**config.mk**
```make
export PLATFORM = sky130hd
export DESIGN_NAME = gpio_target
export DESIGN_NICKNAME = d
export VERILOG_FILES = /design/src/soc_pkg.sv /design/src/gpio_target.sv
export SDC_FILE = /design/constraint.sdc
export NUM_CORES = 1
export LEC_CHECK = 0
export ABC_CLOCK_PERIOD_IN_PS = 1950
export CORE_MARGIN = 5
export CORE_UTILIZATION = 50
export DETAILED_ROUTE_END_ITERATION = 6
export DONT_BUFFER_PORTS = 1
export SETUP_SLACK_MARGIN = 0.4
export SYNTH_ARGS = -nofsm -noshare
export SYNTH_HDL_FRONTEND = slang
export SYNTH_SLANG_ARGS = --single-unit
```
**constraint.sdc**
```tcl
create_clock -name clk -period 1.95 [get_ports clk]
set_clock_uncertainty 0.1 [all_clocks]
set_input_delay 0.0975 -clock clk [delete_from_list [all_inputs] [get_ports clk]]
set_output_delay 0.0975 -clock clk [all_outputs]
set_load 0.005 [all_outputs]
```
**src/soc_pkg.sv**
```systemverilog
package soc_pkg;

  // Bus widths
  localparam int ADDR_WIDTH = 32;
  localparam int DATA_WIDTH = 32;
  localparam int ID_WIDTH   = 2;

  // Request opcodes
  localparam logic OP_READ  = 1'b0;
  localparam logic OP_WRITE = 1'b1;

  // Default address map
  localparam logic [ADDR_WIDTH-1:0] SRAM_START = 32'h0000_0000;
  localparam logic [ADDR_WIDTH-1:0] SRAM_END   = 32'h0000_0FFF;
  localparam logic [ADDR_WIDTH-1:0] GPIO_START = 32'h1A10_0000;
  localparam logic [ADDR_WIDTH-1:0] GPIO_END   = 32'h1A10_0FFF;

  // GPIO register offsets within the window
  localparam logic [ADDR_WIDTH-1:0] GPIO_OUT_OFS = 32'h0000_0000;
  localparam logic [ADDR_WIDTH-1:0] GPIO_DIR_OFS = 32'h0000_0004;
  localparam logic [ADDR_WIDTH-1:0] GPIO_IN_OFS  = 32'h0000_0008;

  // Credit counts, equal to the FIFO depths by default
  localparam int REQ_CREDITS = 4;
  localparam int RSP_CREDITS = 4;

endpackage

```
**src/gpio_target.sv**
```systemverilog
`timescale 1ns/1ps

module gpio_target (
  input  logic                           clk,
  input  logic                           rst_n_i,
  input  logic                           sel_i,
  input  logic                           op_i,
  input  logic [soc_pkg::ADDR_WIDTH-1:0] addr_i,
  input  logic [soc_pkg::DATA_WIDTH-1:0] wdata_i,
  input  logic [soc_pkg::DATA_WIDTH-1:0] gpio_in_i,
  output logic [soc_pkg::DATA_WIDTH-1:0] gpio_out_o,
  output logic [soc_pkg::DATA_WIDTH-1:0] gpio_dir_o,
  output logic [soc_pkg::DATA_WIDTH-1:0] rdata_o,
  output logic                           err_o
);

  logic [soc_pkg::DATA_WIDTH-1:0] out_q;
  logic [soc_pkg::DATA_WIDTH-1:0] dir_q;
  logic [soc_pkg::DATA_WIDTH-1:0] in_q;
  logic [soc_pkg::DATA_WIDTH-1:0] rdata_q;
  logic [soc_pkg::DATA_WIDTH-1:0] reg_mux;
  logic                           err_q;
  logic                           is_out;
  logic                           is_dir;
  logic                           is_in;
  logic                           is_wr;

  assign is_out = (addr_i == soc_pkg::GPIO_OUT_OFS);
  assign is_dir = (addr_i == soc_pkg::GPIO_DIR_OFS);
  assign is_in  = (addr_i == soc_pkg::GPIO_IN_OFS);
  assign is_wr  = (op_i == soc_pkg::OP_WRITE);

  always_comb begin
    reg_mux = '0;
    if (is_out) reg_mux = out_q;
    if (is_dir) reg_mux = dir_q;
    if (is_in)  reg_mux = in_q;
  end

  // Pad input sampled into the clock domain
  always_ff @(posedge clk) begin
    in_q <= gpio_in_i;
  end

  always_ff @(posedge clk) begin
    if (!rst_n_i) begin
      out_q <= '0;
      dir_q <= '0;
      err_q <= 1'b0;
    end else begin
      if (sel_i && is_wr && is_out) begin
        out_q <= wdata_i;
      end
      if (sel_i && is_wr && is_dir) begin
        dir_q <= wdata_i;
      end
      // Write to the input register is silently dropped
      err_q <= sel_i && !(is_out || is_dir || is_in);
    end
  end

  always_ff @(posedge clk) begin
    if (sel_i) begin
      rdata_q <= is_wr ? '0 : reg_mux;
    end
  end

  assign gpio_out_o = out_q;
  assign gpio_dir_o = dir_q;
  assign rdata_o    = rdata_q;
  assign err_o      = err_q;

endmodule

```
==> out/metrics.cfg, run 1 <==
[status]
outcome = stopped before the end
outcome.stop_stage = clock tree synthesis (4_1_cts)
firstError = [ERROR RSZ-0060] Max buffer count reached.

[synthesis]
synth_compound_gate_area_share = 0.0337
yosys-top-cells-area = sky130_fd_sc_hd__dfxtp_1 (39%), sky130_fd_sc_hd__mux2i_1 (19%), sky130_fd_sc_hd__edfxtp_1 (19%), sky130_fd_sc_hd__nand2_1 (7.4%), sky130_fd_sc_hd__nor2_1 (5.0%)
synth_enable_flop_cells = 32
synth_top_family_by_area = multiplexers
ff_latch_count_synth = 129
synth_warnings = 0
synthAdderAreaFrac = 0
yosysTopAreaCell = sky130_fd_sc_hd__dfxtp_1
synthMuxAreaShare = 0.193
commonest_cells_in_the_netlist = sky130_fd_sc_hd__nand2_1 (98), sky130_fd_sc_hd__dfxtp_1 (97), sky130_fd_sc_hd__mux2i_1 (96), sky130_fd_sc_hd__nor2_1 (66)
synth.distinct_cells = 19
fraction_of_synthesis_flops_using_an_asynchronous_set_or_reset_pin = 0
syn_inst = 469
postSynthNetCount = 569
area_fraction_of_the_dominant_cell_type_after_synthesis = 0.390
ys_seq_area_frac = 0.583
synth-simple-area-share = 0.155
syn-cell-area_sq_mm = 0.00498
post-synth-top-count-cell = sky130_fd_sc_hd__nand2_1
post_synth.cell_area_avg_sq_um = 10.6
synthFlopType = sky130_fd_sc_hd__dfxtp_1
synth-xor-area-share = 0

[clock_network]
clk_path_buf_depth = 2
htreeDepth = 4
post_cts_resize_count = 0
tritoncts.num_buffers = 17
cts.repair_timing.setup_buffer_count = 0
root_buffer_cell = sky130_fd_sc_hd__clkbuf_8
tritoncts_num_sinks = 129
cts_hold_buf = 122

[place]
buffer_ports.inserted = 0
dpl_worst_slack_ns = 0.235
routabilityCongestion = 0.749
dp.final_hpwl_mm = 7.80
dp_cells = 576

[die]
floorplan.die.width_um = 110
floorplan.initialDensity = 0.512
floorplan.die.height_um = 110
row_count = 36
design.portCount = 197

-- metrics by stage --
stage	cell area (sq um)	utilization
after floorplan	5050	-
after global placement	5110	0.526
after detailed placement	5110	0.526
-- cell families after synthesis --
group	count (synthesis)
AO/OA/AOI/OAI	33
buffers and inverters	33
flip-flops	129
multiplexers	96
AND/OR/NAND/NOR	178
==> run 2, diff against run 1 <==
CORE_UTILIZATION = 35   (was 50)
PLACE_DENSITY_LB_ADDON = 0.15   (was not set)
SETUP_SLACK_MARGIN = not set   (was 0.4)
==> run 2 against run 1 <==
The flow now finishes without violations; synthesized cell count unchanged; synthesized area unchanged.
==> out/metrics.cfg, run 2 <==
[synthesis]
post-synth-top-count-cell = sky130_fd_sc_hd__nand2_1
yosys-top-cells-area = sky130_fd_sc_hd__dfxtp_1 (39%), sky130_fd_sc_hd__mux2i_1 (19%), sky130_fd_sc_hd__edfxtp_1 (19%), sky130_fd_sc_hd__nand2_1 (7.4%), sky130_fd_sc_hd__nor2_1 (5.0%)
yosysTopAreaCell = sky130_fd_sc_hd__dfxtp_1
synth.distinct_cells = 19  ; unchanged
area_fraction_of_the_dominant_cell_type_after_synthesis = 0.390  ; unchanged
postSynthNetCount = 569  ; unchanged
syn_inst = 469  ; unchanged
synth_warnings = 0  ; unchanged
post_synth.cell_area_avg_sq_um = 10.6  ; unchanged
fraction_of_synthesis_flops_using_an_asynchronous_set_or_reset_pin = 0  ; unchanged
synthFlopType = sky130_fd_sc_hd__dfxtp_1
syn-cell-area_sq_mm = 0.00498  ; unchanged
synth_enable_flop_cells = 32  ; unchanged
ys_seq_area_frac = 0.583  ; unchanged
commonest_cells_in_the_netlist = sky130_fd_sc_hd__nand2_1 (98), sky130_fd_sc_hd__dfxtp_1 (97), sky130_fd_sc_hd__mux2i_1 (96), sky130_fd_sc_hd__nor2_1 (66)
ff_latch_count_synth = 129  ; unchanged

[finish]
leading_cell_types_in_the_layout_fill_and_taps_excluded = sky130_fd_sc_hd__nand2_1 (98), sky130_fd_sc_hd__dfxtp_1 (97), sky130_fd_sc_hd__mux2i_1 (96)
finish.cell_count_without_fillers = 754
fillers = 1248
seqCellArea_sq_mm = 0.00290
layout_commonest_cell = sky130_fd_sc_hd__nand2_1
num_antenna_cells = 0
nets = 661
stdcell_area_sq_mm = 0.00678
areaGrowthSynthToFinish_pct = 36.2
layout-drive-gt1-share = 0.0923
multiInputGateArea_sq_mm = 0.00195

[route]
avgRoutedWirePerCell_um = 20.6
first_pass_iters = 4
violation_count_after_the_first_detailed_route_iteration = 153
route.detailed.vias_per_inst = 4.96
remaining_drc_errors = 0
number_of_antenna_violating_nets_in_the_routed_design = 0
wirelength_mm = 15.5
routed-via-count = 3742

[die]
floorplan.initialDensity = 0.357  ; -0.155
floorplan.die.height_um = 129  ; +18%
design.portCount = 197  ; unchanged
floorplan.die.width_um = 129  ; +18%
core-area_sq_mm = 0.0139
die-area_sq_mm = 0.0167
row_count = 43  ; +19%

[grt]
total_global_routing_track_utilization = 0.188
first_global_vias = 4094
global_route.overflow_total = 0
first_pass_grt_wire_length_mm = 23.5
maximum_number_of_pins_on_one_net_before_global_route_repair = 34
number_of_antenna_violations_at_the_first_check_in_global_routing = 0

[timing]
max_slew_margin = 0.217
drv_slew = 0
final_worst_path_cycle_share = 0.977
report.final.setup_viol = 0
setup_tns_ns = 0
period_needed_ns = 1.91
worst_slew_pin_slew_ns = 1.17
grt_setup_unrepaired = false
final_hold_viol_count = 0
fmax_mhz = 525

[setup_path]
delay_of_the_slowest_cell_on_the_worst_path_ns = 0.57
timing.critical_path.required_ns = 2.20
path_common_cell = sky130_fd_sc_hd__dlygate4sd3_1
crit_path_cell_trace = nand2_1, dlygate4sd3_1, mux2i_1, dlygate4sd3_1
timing.critical_path.fanout_max = 3
setup.worst_path.class = register to register
critical-path-top-delay-family = buffers and inverters
critical_path.endpoint_type = register
crit_buf_inv = 2
worst_setup_path_start_kind = register
critical-path-slowest-cell = sky130_fd_sc_hd__dlygate4sd3_1
arrival_ns = 2.16

[clock_network]
clk_path_buf_depth = 2  ; unchanged
clkSlewWorstSetupHoldPaths_ns = 0.06
clock_latency_on_the_worst_skew_pair_ns = 0.41
tritoncts_num_sinks = 129  ; unchanged
htreeDepth = 4  ; unchanged
root_buffer_cell = sky130_fd_sc_hd__clkbuf_16
tritoncts.num_buffers = 17  ; unchanged
tritoncts = built

[power_and_ir_drop]
vdd_ir_drop_max_mv = 0.596
totalPowerFinal_mw = 6.15
powerDensity_mw_per_mm2 = 907
leakage_power_summed_over_all_cells_nw = 2.51

[place]
routabilityCongestion = 0.751  ; +0.29%
dp_cells = 623  ; +8.2%
buffer_ports.inserted = 0  ; unchanged
placed_cell_area_sq_mm = 0.00514  ; +0.51%
dp.final_hpwl_mm = 8.61  ; +10%

[status]
outcome = finished clean

[flow_run]
cap_viol_max_count = 0

[min_path]
hold_path.class = input pin to register

## run 2: layout make-up
cell class	count	area share
Clock buffer	26	0.0738
Timing Repair Buffer	106	0.170
Sequential cell	129	0.428
Clock inverter	6	0.00848
Multi-Input combinational cell	307	0.287
Tap cell	180	0.0332
## run 2: metal layers
layer / vias up / wire [um] / global-route usage
li1: 1778 / - / -
met2: 134 / 8150 / 0.338
met1: 1803 / 5900 / 0.203
met3: 27 / 1190 / 0.0692
met4: 0 / 279 / 0.0667
met5: - / 0 / 0
## run 2: final timing paths
path	startpoint	to	slack, ns	cells after the start
max reg2reg	gpio_out_o[17]	gpio_out_o[17]	0.04	4
max	gpio_out_o[17]	gpio_out_o[17]	0.04	4
min	addr_i[3]	rdata_o[13]	0.01	4
min reg2reg	gpio_out_o[21]	gpio_out_o[21]	0.40	2
## run 2: logic make-up after synthesis
| family | share of synthesized area |
|---|---|
| compound gates | 0.0337 |
| buf+inv | 0.0354 |
| simple gates | 0.155 |
| mux | 0.193 |
| flops | 0.583 |
## run 2: timing repair
action	CTS	global route
resized for setup	0	5
endpoints found under the hold margin	161	0
setup endpoints to repair	0	12
setup buffers	0	3
hold buffers	96	0
## run 2: stage by stage
stage	worst slack [ns]	hold slack, ns	utilization
after floorplan	0.298	0.0252	-
after global placement	0.187	0.0253	0.369
after detailed placement	0.148	0.0253	0.369
after CTS	0.0530	0.00680	0.483
after global routing	0.00669	0.0411	0.487
final	0.0445	0.0130	0.487
## run 2: worst register-to-register path: stages, from the launching register on
cell	delay, ns
sky130_fd_sc_hd__dfxtp_1	0.38
sky130_fd_sc_hd__nand2_1	0.07
sky130_fd_sc_hd__dlygate4sd3_1	0.57
sky130_fd_sc_hd__mux2i_1	0.16
sky130_fd_sc_hd__dlygate4sd3_1	0.57
## run 2: report_power, final
| group | switching [mW] | internal [mW] | total [mW] |
|---|---|---|---|
| registers | 0.0201 | 2.79 | 2.81 |
| logic | 0.174 | 0.174 | 0.348 |
| clock network | 1.10 | 1.89 | 2.99 |
Power figures use the tool's default switching activity.
==> run 3, diff against run 2 <==
--- a/config.mk
+++ b/config.mk
@@ -13,2 +13,3 @@
 export PLACE_DENSITY_LB_ADDON = 0.15
+export RECOVER_POWER = 25
 export SYNTH_ARGS = -nofsm -noshare
==> constraint.sdc (replaced) <==
create_clock -name clk -period 1.95 [get_ports clk]
set_clock_uncertainty 0.1 [all_clocks]
set_input_delay 0.195 -clock clk [delete_from_list [all_inputs] [get_ports clk]]
set_output_delay 0.195 -clock clk [all_outputs]
set_load 0.005 [all_outputs]
==> run 3 against run 2 <==
Cell area down 2.8%; sequential share of layout area up 1.2 points; first-iteration DRC count up 35%; die area unchanged; non-clock buffer count down 13; power down 1.0%; routed wire length down 8.1%; combinational power down 15%; global-route usage down 1.3 points; clock power about the same; register-to-register slack better by 0.59 ns; hold slack better by 0.0057 ns; critical path type is now input pin to register.
==> out/metrics.cfg, run 3 (synthesis results as in run 2) <==
[status]
outcome = finished clean

[finish]
areaGrowthSynthToFinish_pct = 32.4
leading_cell_types_in_the_layout_fill_and_taps_excluded = sky130_fd_sc_hd__nand2_1 (98), sky130_fd_sc_hd__dfxtp_1 (97), sky130_fd_sc_hd__mux2i_1 (96)
nets = 648  ; -2.0%
finalCoreUtilization = 0.473  ; -0.0136
layout-drive-gt1-share = 0.0873  ; -0.00499
layout_commonest_cell = sky130_fd_sc_hd__nand2_1
num_antenna_cells = 0  ; unchanged

[place]
buffer_ports.inserted = 0  ; unchanged
dp.final_hpwl_mm = 8.52  ; -0.96%
routabilityCongestion = 0.751  ; about the same
dpl_worst_slack_ns = 0.0591  ; -0.0887 ns

[clock_network]
cts.repair_timing.setup_buffer_count = 0  ; unchanged
post_cts_resize_count = 0  ; unchanged
htreeDepth = 4  ; unchanged
clk_path_buf_depth = 2  ; unchanged
tritoncts = built
tritoncts_num_sinks = 129  ; unchanged
root_buffer_cell = sky130_fd_sc_hd__clkbuf_16
clkSlewWorstSetupHoldPaths_ns = 0.06  ; about the same
cts_hold_buf = 86  ; -10%
clock_latency_on_the_worst_skew_pair_ns = 0.41  ; about the same
tritoncts.num_buffers = 17  ; unchanged

[route]
violation_count_after_the_first_detailed_route_iteration = 206  ; +35%
remaining_drc_errors = 0  ; unchanged
wirelength_mm = 14.3  ; -8.1%
first_pass_iters = 4  ; unchanged
route.detailed.vias_per_inst = 4.96  ; about the same
number_of_antenna_violating_nets_in_the_routed_design = 0  ; unchanged
routed-via-count = 3676  ; -1.8%
avgRoutedWirePerCell_um = 19.2  ; -6.5%

[timing]
report.final.setup_viol = 0  ; unchanged
worst_slew_pin_slew_ns = 0.458  ; -0.712 ns
setup_slack_ns = 0.404  ; +0.359 ns
fmax_mhz = 647  ; +23%
final_worst_path_cycle_share = 0.793  ; -0.184
grt_setup_unrepaired = false
period_needed_ns = 1.55  ; -0.359 ns
setup_tns_ns = 0  ; unchanged
final_hold_viol_count = 0  ; unchanged
drv_slew = 0  ; unchanged
max_slew_margin = 0.695  ; +0.477

[setup_path]
crit_buf_inv = 3  ; +1
arrival_ns = 1.79  ; -0.37 ns
crit_path_cell_trace = dlygate4sd3_1, buf_12, nand2_1, dlygate4sd3_1, nor2_1
startpoint = sel_i
rr_startpoint = gpio_out_o[17]
delay_of_the_slowest_cell_on_the_worst_path_ns = 0.61  ; +0.04 ns
critical-path-slowest-cell = sky130_fd_sc_hd__dlygate4sd3_1
path_common_cell = sky130_fd_sc_hd__dlygate4sd3_1
setup.worst_path.class = input pin to register
critical-path-top-delay-family = buffers and inverters
critical_path.endpoint_type = register
timing.critical_path.fanout_max = 33  ; +30
timing.critical_path.required_ns = 2.20  ; about the same
worst_setup_path_start_kind = input pin

[flow_run]
cap_viol_max_count = 0  ; unchanged

[min_path]
hold_path.class = input pin to register
start_point_of_the_worst_min_delay_path = addr_i[2]

[die]
die-area_sq_mm = 0.0167  ; unchanged
design.portCount = 197  ; unchanged
core-area_sq_mm = 0.0139  ; unchanged
floorplan.initialDensity = 0.357  ; unchanged
row_count = 43  ; unchanged
floorplan.die.width_um = 129  ; unchanged
floorplan.die.height_um = 129  ; unchanged

[grt]
number_of_antenna_violations_at_the_first_check_in_global_routing = 1  ; +1
maximum_number_of_pins_on_one_net_before_global_route_repair = 82  ; +140%
global_route.overflow_total = 0  ; unchanged
first_global_vias = 4008  ; -2.1%
first_pass_grt_wire_length_mm = 22.0  ; -6.1%
total_global_routing_track_utilization = 0.175  ; -0.0131

[power_and_ir_drop]
powerDensity_mw_per_mm2 = 923  ; +1.8%
vdd_ir_drop_max_mv = 0.542  ; -9.1%
leakage_power_summed_over_all_cells_nw = 2.40  ; -4.6%

## run 3: cell type report
| type | count | area [sq um] |
|---|---|---|
| clock inverters | 10 | 81.3 |
| flip-flops and latches | 129 | 2900 |
| repair buffers | 93 | 1000 |
| fillers | 1279 | 7340 |
| well taps | 180 | 225 |
| multi-input cells | 307 | 1910 |
| clock buffers | 22 | 475 |
## run 3: worst min-delay path, cell delays in order
cell	delay [ns]
sky130_fd_sc_hd__nor2_1	0.08
sky130_fd_sc_hd__a21oi_1	0.04
sky130_fd_sc_hd__nor2_1	0.09
## run 3: final timing paths
kind,cells after the start,end,slack (ns)
max,5,err_o,0.40
max reg2reg,3,gpio_out_o[17],0.63
min reg2reg,2,gpio_out_o[27],0.40
min,3,rdata_o[25],0.02
## run 3: where the power goes
group	total (mW)	switching (mW)	leakage (nW)	internal, mW
logic	0.297	0.137	0.977	0.159
registers	2.81	0.0207	1.14	2.79
clock network	2.98	1.13	0.284	1.85
## run 3: layer usage
metal,vias up,wire length (um),part of all wire,track usage
met3,26,1140,0.080,0.0816
met1,1770,5500,0.39,0.188
met5,-,13,0.00091,0
met2,127,7340,0.51,0.303
li1,1751,-,-,-
met4,2,261,0.018,0.0599
## run 3: stage by stage
stage	hold slack, ns	cell area [sq um]	std cells	total power, mW
floorplan	0.123	4980	469	3.01
global placement	0.123	5140	623	2.98
detailed placement	0.123	5140	623	2.98
CTS	0.00213	6600	741	6.17
global route	0.00805	6600	741	6.34
finish	0.0187	6600	741	6.09
==> run 4, diff against run 3 <==
ABC_CLOCK_PERIOD_IN_PS = 1300   (was 1950)
clock period = 1.3 ns   (was 1.95 ns; I/O delays follow)
==> run 4 against run 3 <==
The flow now finishes with violations (hold timing, setup timing); global-route usage is 0.35 points higher; clock-buffer cell count shrank 3; register-to-register slack got worse by 0.67 ns; critical path depth is 2 higher; largest power group unchanged; cell area is 9.2% higher; routed wire length rose by 7.6%; power grew 61%; clock power grew 71%; hold slack worse by 0.25 ns.
==> out/metrics.cfg, run 4 (synthesis results as in run 2) <==
[finish]
nets = 683  ; +5.4%
layout-drive-gt1-share = 0.143  ; +0.0553
layout_commonest_cell = sky130_fd_sc_hd__dlygate4sd3_1
num_antenna_cells = 0  ; unchanged
leading_cell_types_in_the_layout_fill_and_taps_excluded = sky130_fd_sc_hd__dlygate4sd3_1 (110), sky130_fd_sc_hd__nand2_1 (98), sky130_fd_sc_hd__mux2i_1 (95)
multiInputGateArea_sq_mm = 0.00201  ; +5.3%
fillers = 1202  ; -6.0%
seqCellArea_sq_mm = 0.00293  ; +1.1%
areaGrowthSynthToFinish_pct = 44.6
stdcell_area_sq_mm = 0.00720  ; +9.2%
finalCoreUtilization = 0.517  ; +0.0437

[status]
violations = hold timing, setup timing
outcome = finished with violations

[route]
remaining_drc_errors = 0  ; unchanged
routed-via-count = 3851  ; +4.8%
first_pass_iters = 4  ; unchanged
violation_count_after_the_first_detailed_route_iteration = 161  ; -22%
avgRoutedWirePerCell_um = 19.8  ; +2.8%
route.detailed.vias_per_inst = 4.96  ; about the same
wirelength_mm = 15.4  ; +7.6%
number_of_antenna_violating_nets_in_the_routed_design = 0  ; unchanged

[die]
die-area_sq_mm = 0.0167  ; unchanged
floorplan.die.height_um = 129  ; unchanged
floorplan.initialDensity = 0.357  ; unchanged
row_count = 43  ; unchanged
design.portCount = 197  ; unchanged
core-area_sq_mm = 0.0139  ; unchanged
floorplan.die.width_um = 129  ; unchanged

[timing]
grt_setup_unrepaired = true
final_hold_viol_count = 42  ; +42
setup_slack_ns = -0.0414  ; -0.445 ns
max_slew_margin = 0.610  ; -0.0851
drv_slew = 0  ; unchanged
worst_slew_pin_slew_ns = 0.586  ; +0.128 ns
report.final.setup_viol = 22  ; +22
hold_ws_ns = -0.228  ; -0.246 ns
period_needed_ns = 1.34
fmax_mhz = 745
final_worst_path_cycle_share = 1.03

[setup_path]
arrival_ns = 1.58  ; -0.21 ns
crit_path_cell_trace = nor4_4, nand4_2, buf_6, nor4b_4, buf_6, clkbuf_16, mux2i_1
critical-path-slowest-cell = sky130_fd_sc_hd__nor4_4
delay_of_the_slowest_cell_on_the_worst_path_ns = 0.29  ; -0.32 ns
timing.critical_path.required_ns = 1.54  ; -0.66 ns
timing.critical_path.fanout_max = 8  ; -76%
setup.worst_path.class = input pin to register
path_common_cell = sky130_fd_sc_hd__buf_6
worst_setup_path_start_kind = input pin
critical_path.endpoint_type = register

[grt]
maximum_number_of_pins_on_one_net_before_global_route_repair = 98  ; +20%
total_global_routing_track_utilization = 0.178  ; +0.00354
global_route.overflow_total = 0  ; unchanged
first_pass_grt_wire_length_mm = 22.7  ; +2.8%
number_of_antenna_violations_at_the_first_check_in_global_routing = 0  ; -1
first_global_vias = 4163  ; +3.9%

[place]
dp.final_hpwl_mm = 8.50  ; -0.32%
routabilityCongestion = 0.731  ; -2.7%
placed_cell_area_sq_mm = 0.00519  ; +1.0%
buffer_ports.inserted = 0  ; unchanged

[clock_network]
htreeDepth = 4  ; unchanged
root_buffer_cell = sky130_fd_sc_hd__clkbuf_16
tritoncts.num_buffers = 17  ; unchanged
clkSlewWorstSetupHoldPaths_ns = 0.06  ; about the same
tritoncts_num_sinks = 129  ; unchanged
clock_latency_on_the_worst_skew_pair_ns = 0.42  ; about the same
tritoncts = built
clk_path_buf_depth = 2  ; unchanged

[power_and_ir_drop]
totalPowerFinal_mw = 9.80  ; +61%
powerDensity_mw_per_mm2 = 1360  ; +47%
leakage_power_summed_over_all_cells_nw = 2.56  ; +6.7%
vdd_ir_drop_max_mv = 0.874  ; +61%

[min_path]
hold_path.class = input pin to register

[flow_run]
cap_viol_max_count = 0  ; unchanged

run 4: worst max-delay path, delay by kind of cell:
family	cells	cell delay [ns]
AND/OR/NAND/NOR	3	0.71
buffers and inverters	3	0.55
multiplexers	1	0.20
run 4: worst paths after layout:
kind / from / end / slack (ns) / depth (start not counted)
worst max-delay path: addr_i[20] / gpio_dir_o[4] / -0.04 / 7
worst min-delay path: rst_n_i / gpio_out_o[16] / -0.23 / 2
worst max register to register: gpio_dir_o[21] / gpio_dir_o[21] / -0.04 / 3
worst min register to register: gpio_out_o[16] / gpio_out_o[16] / 0.38 / 2
run 4: stage by stage:
step	setup TNS, ns	setup WS [ns]	cells
6_report	-0.268	-0.0414	776
5_1_grt	-3.15	-0.0816	776
4_1_cts	0	0.00644	765
3_5_place_dp	-41.28	-0.491	624
3_3_place_gp	-38.19	-0.430	624
2_1_floorplan	-30.52	-0.346	469
run 4: final cells by class:
type | count | share of cell area
timing repair buffer | 128 | 0.194
clock buffer | 19 | 0.0629
multi-input combinational | 307 | 0.279
tap | 180 | 0.0313
clock inverter | 13 | 0.0257
sequential | 129 | 0.407
run 4: layer usage:
layer,vias up,routed length [um],global-route usage
met2,152,7710,0.306
met5,-,0,0
met1,1863,6210,0.202
met3,18,1230,0.0701
met4,0,205,0.0630
li1,1818,-,-
run 4: what timing repair did:
action                                  4_1_cts  5_1_grt
gates cloned                                  0        4
endpoints found under the hold margin       161       42
gates resized for setup                       0       34
buffers inserted                              2        1
pin swaps                                     2        5
endpoints found under the setup margin       32       96
hold buffers                                107        8
run 4: power breakdown:
part | internal [mW] | leakage, nW | switching, mW
clock network | 3.31 | 0.297 | 1.81
registers | 4.18 | 1.15 | 0.0303
logic | 0.277 | 1.11 | 0.201
total | 7.76 | 2.56 | 2.04
